`config.mk`:
```
export PLATFORM = sky130hd
export DESIGN_NAME = exec_top
export DESIGN_NICKNAME = d
export VERILOG_FILES = /design/src/alu_pkg.sv /design/src/exec_ctrl.sv /design/src/reg_file.sv /design/src/operand_sel.sv /design/src/alu_core.sv /design/src/result_stage.sv /design/src/exec_top.sv
export SDC_FILE = /design/constraint.sdc
export NUM_CORES = 1
export LEC_CHECK = 0
export BUFFER_PORTS_ARGS = -buffer_cell sky130_fd_sc_hd__buf_2
export CAP_MARGIN = 5
export CELL_PAD_IN_SITES_DETAIL_PLACEMENT = 0
export CELL_PAD_IN_SITES_GLOBAL_PLACEMENT = 1
export CORE_MARGIN = 2
export CORE_UTILIZATION = 50
export CTS_CLUSTER_SIZE = 28
export DETAILED_ROUTE_END_ITERATION = 10
export PLACE_DENSITY_LB_ADDON = 0.08
export SETUP_SLACK_MARGIN = 0.3
export SLEW_MARGIN = 30
export SYNTH_ARGS = -nofsm -noshare
export SYNTH_HDL_FRONTEND = slang
export SYNTH_HIERARCHICAL = 1
export SYNTH_SLANG_ARGS = --single-unit
export TNS_END_PERCENT = 20
```
`constraint.sdc`:
```
create_clock -name clk -period 4.24 [get_ports clk]
set_input_delay 0.848 -clock clk [delete_from_list [all_inputs] [get_ports clk]]
set_output_delay 0.848 -clock clk [all_outputs]
set_load 0.005 [all_outputs]
```
`src/alu_pkg.sv`:
```
// execute unit shared types: opcodes, instruction formats, flags and stage payloads
`default_nettype none

package alu_pkg;

   typedef enum logic [3:0] {
      op_add  = 4'd0,
      op_sub  = 4'd1,
      op_nand = 4'd2,
      op_xor  = 4'd3,
      op_inc  = 4'd4,
      op_sra  = 4'd5,
      op_srl  = 4'd6,
      op_sll  = 4'd7,
      op_ldi  = 4'd8   // 9..15 illegal
   } opcode_t;

   typedef struct packed {
      opcode_t    op;
      logic [3:0] rd;
      logic [3:0] rs;
      logic [3:0] rt;   // shift amount on shifts
   } r_fmt_t;

   typedef struct packed {
      opcode_t           op;
      logic [3:0]        rd;
      logic signed [7:0] imm;
   } i_fmt_t;

   typedef union packed {
      r_fmt_t r;
      i_fmt_t i;
   } instr_t;

   typedef struct packed {
      logic z;
      logic v;
      logic n;
   } flags_t;

   typedef struct packed {
      opcode_t     op;
      logic [3:0]  rd;
      logic [15:0] a;
      logic [15:0] b;
      logic [3:0]  shamt;
      logic        wr;   // write back result
   } opnd_t;

   typedef struct packed {
      logic [3:0]  rd;
      logic        wr;
      logic [15:0] value;
      flags_t      new_flags;
      flags_t      flag_mask;   // set bit = update that flag
      logic [12:0] pad;
   } res_t;

endpackage

`default_nettype wire

```
`src/exec_ctrl.sv`:
```
// execute unit control FSM: accepts an instruction and sequences the operand and result stages
`timescale 1ns/1ps
`default_nettype none

module exec_ctrl (
   input  logic clk,
   input  logic rst,
   input  logic instr_valid,
   output logic busy,
   output logic op_load,
   output logic res_load
);

   typedef enum logic [1:0] {
      st_idle,
      st_execute,
      st_retire
   } state_t;

   state_t state;
   state_t state_nxt;

   always_ff @(posedge clk) begin
      if (rst) begin
         state <= st_idle;
      end else begin
         state <= state_nxt;
      end
   end

   always_comb begin
      state_nxt = state;
      case (state)
         st_idle:    if (instr_valid) state_nxt = st_execute;
         st_execute: state_nxt = st_retire;   // alu cycle
         st_retire:  state_nxt = st_idle;     // done cycle
         default:    state_nxt = st_idle;
      endcase
   end

   assign busy     = (state != st_idle);
   assign op_load  = instr_valid && (state == st_idle);   // operands taken at the accept edge
   assign res_load = (state == st_execute);

   // one instruction in flight, the source must hold off while busy
   a_no_valid_when_busy: assert property (
      @(posedge clk) disable iff (rst) instr_valid |-> !busy
   ) else $error("exec_ctrl: instr_valid while busy");

endmodule

`default_nettype wire

```
`src/reg_file.sv`:
```
// sixteen 16-bit registers, two combinational read ports, one synchronous write port
`timescale 1ns/1ps
`default_nettype none

module reg_file (
   input  logic        clk,
   input  logic        rst,
   input  logic [3:0]  raddr_a,
   input  logic [3:0]  raddr_b,
   output logic [15:0] rdata_a,
   output logic [15:0] rdata_b,
   input  logic        we,
   input  logic [3:0]  waddr,
   input  logic [15:0] wdata
);

   logic [15:0] regs [16];

   always_ff @(posedge clk) begin
      if (rst) begin
         for (int i = 0; i < 16; i++) begin
            regs[i] <= '0;
         end
      end else if (we) begin
         regs[waddr] <= wdata;
      end
   end

   // no bypass, the previous instruction has retired before the next read
   assign rdata_a = regs[raddr_a];
   assign rdata_b = regs[raddr_b];

   a_waddr_known: assert property (
      @(posedge clk) disable iff (rst) we |-> !$isunknown(waddr)
   ) else $error("reg_file: write with unknown address");

endmodule

`default_nettype wire

```
`src/operand_sel.sv`:
```
// operand stage: decodes the instruction form, picks register or immediate operands
`timescale 1ns/1ps
`default_nettype none

module operand_sel import alu_pkg::*; (
   input  logic        clk,
   input  logic        rst,
   input  logic        op_load,
   input  instr_t      instr,
   output logic [3:0]  raddr_a,
   output logic [3:0]  raddr_b,
   input  logic [15:0] rdata_a,
   input  logic [15:0] rdata_b,
   output opnd_t       opnd
);

   opnd_t       opnd_nxt;
   logic [15:0] imm_ext;

   assign imm_ext = {{8{instr.i.imm[7]}}, instr.i.imm};   // sign extend
   assign raddr_a = (instr.r.op == op_inc) ? instr.i.rd : instr.r.rs;   // inc reads its own rd
   assign raddr_b = instr.r.rt;

   always_comb begin
      opnd_nxt       = '0;
      opnd_nxt.op    = instr.r.op;
      opnd_nxt.rd    = instr.r.rd;
      opnd_nxt.a     = rdata_a;
      opnd_nxt.b     = rdata_b;
      opnd_nxt.shamt = instr.r.rt;
      opnd_nxt.wr    = 1'b1;
      case (instr.r.op)
         op_add, op_sub, op_nand, op_xor, op_sra, op_srl, op_sll: ;
         op_inc:  opnd_nxt.b = imm_ext;
         op_ldi: begin
            opnd_nxt.a = '0;
            opnd_nxt.b = imm_ext;
         end
         default: opnd_nxt.wr = 1'b0;   // illegal, no write back
      endcase
   end

   always_ff @(posedge clk) begin
      if (rst) begin
         opnd <= '0;
      end else if (op_load) begin
         opnd <= opnd_nxt;
      end
   end

endmodule

`default_nettype wire

```
`src/alu_core.sv`:
```
// combinational 16-bit signed ALU with Z, V, N flags and a per-flag update mask
`timescale 1ns/1ps
`default_nettype none

module alu_core import alu_pkg::*; (
   input  opnd_t opnd,
   output res_t  res
);

   logic [15:0] sum;
   logic [15:0] diff;
   logic        add_ovf;
   logic        sub_ovf;

   assign sum  = opnd.a + opnd.b;
   assign diff = opnd.a - opnd.b;

   // same sign in, other sign out
   assign add_ovf = (opnd.a[15] == opnd.b[15]) && (sum[15] != opnd.a[15]);
   // signs differ and result flips away from a
   assign sub_ovf = (opnd.a[15] != opnd.b[15]) && (diff[15] != opnd.a[15]);

   always_comb begin
      res    = '0;
      res.rd = opnd.rd;
      res.wr = opnd.wr;

      case (opnd.op)
         op_add, op_inc: begin
            res.value       = sum;
            res.new_flags.v = add_ovf;
            res.flag_mask   = '1;
         end
         op_sub: begin
            res.value       = diff;
            res.new_flags.v = sub_ovf;
            res.flag_mask   = '1;
         end
         op_nand: begin
            res.value     = ~(opnd.a & opnd.b);
            res.flag_mask = '1;   // v stays cleared
         end
         op_xor: begin
            res.value     = opnd.a ^ opnd.b;
            res.flag_mask = '1;
         end
         op_sra: begin
            res.value = $signed(opnd.a) >>> opnd.shamt;   // keeps sign bit
         end
         op_srl: begin
            res.value = opnd.a >> opnd.shamt;
         end
         op_sll: begin
            res.value = opnd.a << opnd.shamt;
         end
         op_ldi: begin
            res.value = opnd.b;
         end
         default: begin
            res.value = '0;   // illegal, mask stays empty
         end
      endcase

      res.new_flags.z = (res.value == 16'd0);
      res.new_flags.n = res.value[15];
   end

endmodule

`default_nettype wire

```
`src/result_stage.sv`:
```
// result stage: result and flag registers, register file write port and done pulse
`timescale 1ns/1ps
`default_nettype none

module result_stage import alu_pkg::*; (
   input  logic        clk,
   input  logic        rst,
   input  logic        res_load,
   input  res_t        res,
   output logic        we,
   output logic [3:0]  waddr,
   output logic [15:0] wdata,
   output logic [15:0] result,
   output flags_t      flags,
   output logic        done
);

   // write lands in the register file on the same edge as the result
   assign we    = res_load && res.wr;
   assign waddr = res.rd;
   assign wdata = res.value;

   always_ff @(posedge clk) begin
      if (rst) begin
         result <= '0;
         flags  <= '0;
         done   <= 1'b0;
      end else begin
         done <= res_load;
         if (res_load) begin
            result <= res.value;
            flags  <= (flags & ~res.flag_mask) | (res.new_flags & res.flag_mask);   // masked update
         end
      end
   end

   // single-cycle pulse, instructions are spaced by the control FSM
   a_done_single: assert property (
      @(posedge clk) disable iff (rst) done |=> !done
   ) else $error("result_stage: done high two cycles in a row");

endmodule

`default_nettype wire

```
`src/exec_top.sv`:
```
// execute unit top: control FSM, register file, operand stage, ALU and result stage
`timescale 1ns/1ps
`default_nettype none

module exec_top import alu_pkg::*; (
   input  logic        clk,
   input  logic        rst,
   input  logic        instr_valid,
   input  instr_t      instr,
   output logic        busy,
   output logic        done,
   output logic [15:0] result,
   output flags_t      flags
);

   logic        op_load;
   logic        res_load;
   logic [3:0]  raddr_a;
   logic [3:0]  raddr_b;
   logic [15:0] rdata_a;
   logic [15:0] rdata_b;
   logic        we;
   logic [3:0]  waddr;
   logic [15:0] wdata;
   opnd_t       opnd;
   res_t        res;

   exec_ctrl ctrl_i (
      .clk         (clk),
      .rst         (rst),
      .instr_valid (instr_valid),
      .busy        (busy),
      .op_load     (op_load),
      .res_load    (res_load)
   );

   reg_file rf_i (
      .clk     (clk),
      .rst     (rst),
      .raddr_a (raddr_a),
      .raddr_b (raddr_b),
      .rdata_a (rdata_a),
      .rdata_b (rdata_b),
      .we      (we),
      .waddr   (waddr),
      .wdata   (wdata)
   );

   operand_sel opsel_i (
      .clk     (clk),
      .rst     (rst),
      .op_load (op_load),
      .instr   (instr),
      .raddr_a (raddr_a),
      .raddr_b (raddr_b),
      .rdata_a (rdata_a),
      .rdata_b (rdata_b),
      .opnd    (opnd)
   );

   alu_core alu_i (
      .opnd (opnd),
      .res  (res)
   );

   result_stage rstage_i (
      .clk      (clk),
      .rst      (rst),
      .res_load (res_load),
      .res      (res),
      .we       (we),
      .waddr    (waddr),
      .wdata    (wdata),
      .result   (result),
      .flags    (flags),
      .done     (done)
   );

endmodule

`default_nettype wire

```
* After elaboration in Yosys (flattened, before gate mapping)
Memory sizes are Yosys's and may differ from the RTL's. Index checks and enable logic that the tools add are counted.
Cells by class: add/subtract/negate cells 2, multiply operators 0, divide/modulo/power cells 0, $lt $le $gt $ge 0, equality and inequality tests 22, shift-type cells 3, muxes and demuxes 17, bitwise gates (word level) 7, reduce and logical (&&, ||, !) cells 14
Operators with widths (number):
- case mux 16 bit (8 select lines) | 1
- two-way mux 16 bit | 3
- equality test 4 x 3 -> 1 bit, second input constant | 8
- adder 16 bit | 1
- AND 16 bit | 1
- equality test 4 x 2 -> 1 bit, second input constant | 4
- zero test 16 bit | 1
- inverter 16 bit | 1
- OR reduction 16 bit | 1
- << shifter 16 x 4 -> 16 bit | 1
- right shift 16 x 4 -> 16 bit | 1
- >>> shifter 16 x 4 -> 16 bit | 1
- subtractor 16 bit | 1
- bitwise XOR 16 bit | 1
- OR reduction 9 bit | 1
- equality test 4 x 1 -> 1 bit, second input constant | 2
- equality test 4 bit, second input constant | 2
- zero test 4 bit | 2
- two-way mux 4 bit | 2
- two-way mux 1 bit | 7
- AND 3 bit | 2
- OR reduction 5 bit | 1
- logical AND 1 bit | 4
- case mux 2 bit (2 select lines) | 1
- 12 further kinds | 15
Word-level totals: register bits after elaboration 67, bits in latches 0, bits in writable memories 256, memory bits (read-only) 0, input bits 19, output and inout port bits 21, logic and storage cells 78, memories kept 1
Memory list:
- rf_i.regs | words 16, width 16, read ports 2, clocked after Yosys merged registers in 0, wr ports 16, RTL line reg_file.sv:17 | logic [15:0] regs [16];

* Longest topological paths before layout
depth in word-level cells 7, mapped depth 17, depth with buffers taken out 14

* Cells and area by module
The synthesis kept the hierarchy.
By module, submodules not included:
- reg_file | instances 1, cells each 859, area an instance 13414.1 sq um, sequential area each 7687.4 sq um
- alu_core | instances 1, cells each 610, area an instance 4281.6 sq um, sequential area each 0.0 sq um
- operand_sel | instances 1, cells each 207, area an instance 1818.0 sq um, sequential area each 900.9 sq um
- result_stage | instances 1, cells each 88, area an instance 897.1 sq um, sequential area each 400.4 sq um
- exec_ctrl | instances 1, cells each 7, area an instance 82.6 sq um, sequential area each 40.0 sq um

* Worst setup path after synthesis
No wires, ideal clock.
path kind register -> register, start reg opsel_i/opnd[27] (netlist name), end mem rf_i.regs[12][15], data pin, library setup time 0.256 ns, arrival time 3.404 ns, data required time 3.984 ns, path slack 0.580 ns, stages on the path, launching flop included 15, buffers on the path 4, period minus slack after synthesis 3.660 ns, cell sequence dfxtp_1 -> ha_1 -> clkbuf_1 -> a21o_1 -> or3_1 -> o21a_1 -> a21oi_1 -> o31ai_1 -> or3_1 -> o31a_1 -> or4_1 -> buf_4 -> buf_4 -> clkbuf_1 -> and2_2
RTL lines (RTL line):
- to (decl) | reg_file.sv:17

==> impl_metrics.ini <==
[die]
die_height_um = 206.0
die-width_um = 206.0
die_area_sq_um = 42420
core.rowCount = 73
core_area_sq_um = 40010
ios = 40
initial_utilization_pct = 50.97

[detailed_routing]
firstDrtPassIters = 8
initialDrtViolationCount = 1631
routedWlPerCell_um = 29.27
routed_wl_um = 68540
drc_markers = 0
wl_met3_um = 5780
post_drt_via_cell_ratio = 6.530
wire_length_on_met2_um = 32080
m1WireLength_um = 27070
num_vias = 15290
postRouteAntennaNets = 0
maxUsedRoutingLayer = met4

[clocking]
cts.reportedPaths.clkPinSlew_ns = 0.06
cts-buffers-inserted = 37
insertion_delay_ns = 0.55
cts_root_buffer_type = sky130_fd_sc_hd__clkbuf_16
cts_post_setup_buffers_inserted = 0
htree_num_levels = 2
cts_tree = built
cts.path.max_buffers = 3
clkSinkCount = 323

[worst_setup_path]
crit_arrival_ns = 4.33
critical_path.max_fanout = 5
worstPathRequired_ns = 4.71
endpoint_kind = flip-flop
critPathLaunchType = flip-flop
rr_worst_depth = 13
worstSetupPathType = flip-flop to flip-flop

[synthesis]
syn_area_sq_um = 20390
syn_inst = 1757
synth-warning-count = 6
synth_area_per_cell_sq_um = 11.61
synth_fp_nets = 1810

[power_and_ir_drop]
power_density_nw_per_um2 = 377.4
p_leak_nw = 8.465
power.total_mw = 8.531
ir_worst_vdd_mv = 0.3101

[global_routing]
overflow = 0
number_of_global_route_vias_before_repair = 15240
number_of_antenna_violations_at_the_first_check_in_global_routing = 0
grt_start_max_net_pins = 77
grt_pass1_wl_um = 99840
grt_util_all_layers_pct = 33.00

[hold_path]
worst_hold_path_type = flip-flop to flip-flop
holdPathStages = 2

[placement]
place.port_buffers = 39
placedInstanceArea_sq_um = 21420
routabilityCongestion = 0.9936
hpwl_reported_at_the_end_of_detailed_placement_um = 47620
post-place-cells = 2276

[layout]
layout-drive-gt1-share_pct = 25.59
final_cell_mix = sky130_fd_sc_hd__edfxtp_1, sky130_fd_sc_hd__and2_1, sky130_fd_sc_hd__mux4_2, sky130_fd_sc_hd__buf_4, sky130_fd_sc_hd__nor2_1
antenna_diode_instance_count = 0
utilization_pct = 56.50
syn_to_final_growth_pct = 10.84
post_layout_nonfiller_instances = 2342
finalNetCount = 1843
mostFrequentLayoutCell = sky130_fd_sc_hd__edfxtp_1
final_cell_area_sq_um = 22600

[timing]
setup_repair_after_global_routing_missed_its_margin = yes
setup_total_negative_slack_ns = 0
report.final.hold_viol_count = 0
post-route-period-util_pct = 91.01
timing.final.crit_period_ns = 3.859
final.setup_skew_ns = 0.02002
final_max_slew_viol_count = 0
final-setup-viol-count = 0
max_slew.worst_pin.slew_ns = 0.9326
maxSlewHeadroom_pct = 37.83
timing.fmax_mhz = 259.2

[flow_run]
cap_violations = 0

[run_status]
status = complete, no violations
report_power, final:
part	switching, mW	total, mW	internal, mW
Clock	1.30	3.00	1.70
Sequential	0.118	3.66	3.54
Combinational	1.19	1.87	0.680
through the flow:
stage | hold WS [ns] | worst slack, ns
floorplan | 0.4543 | 0.5803
CTS | 0.4908 | 0.3312
detailed placement | 0.4818 | 0.08299
finish | 0.4928 | 0.3813
global route | 0.5095 | 0.1232
global placement | 0.4755 | 0.06134
metal layers:
layer / GRT usage (%) / vias to the layer above
met1: 43.04 / 7778
met5: 0 / -
li1: - / 6709
met2: 52.38 / 656
met3: 7.395 / 151
met4: 15.94 / 0
critical path, cell delays in order, from the launching register on:
cell	delay, ns
sky130_fd_sc_hd__dfxtp_2	0.36
sky130_fd_sc_hd__ha_1	0.18
sky130_fd_sc_hd__inv_1	0.06
sky130_fd_sc_hd__fa_2	0.37
sky130_fd_sc_hd__a221oi_2	0.24
sky130_fd_sc_hd__a21oi_1	0.09
sky130_fd_sc_hd__or4_1	0.54
sky130_fd_sc_hd__or4_1	0.54
sky130_fd_sc_hd__or4_4	0.46
sky130_fd_sc_hd__nor4_4	0.17
sky130_fd_sc_hd__nor4b_4	0.26
sky130_fd_sc_hd__nor4b_4	0.26
sky130_fd_sc_hd__nand3_1	0.11
sky130_fd_sc_hd__a21oi_1	0.15
worst paths after layout:
path | slack [ns] | startpoint | endpoint
min | 0.49 | rstage_i/result[8] | rstage_i/result[8]
min reg2reg | 0.49 | rstage_i/result[8] | rstage_i/result[8]
max reg2reg | 0.38 | opsel_i/opnd[5] | flip-flop
max | 0.38 | opsel_i/opnd[5] | flip-flop
what timing repair did:
action,in CTS,in global routing
pin swaps,1,0
hold buffers,0,0
resized for setup,4,8
endpoints found under the setup margin,1,36
hold endpoints to repair,0,0
registers in the layout (all words and copies together), names as in the netlist, named ones only:
signal / count
ctrl_i/state: 2
opsel_i/opnd: 45
rf_i/regs: 256
rstage_i/done: 1
rstage_i/result: 16
final cells by class:
class / count / area (sq um)
Timing Repair Buffer: 173 / 1229
Clock inverter: 23 / 156.4
Sequential cell: 323 / 9035
Clock buffer: 43 / 969.7
Fill cell: 3437 / 17400
Tap cell: 525 / 656.9
Multi-Input combinational cell: 1221 / 10430
Inverter: 34 / 127.6
No activity file was read; power rests on OpenSTA's default activity.
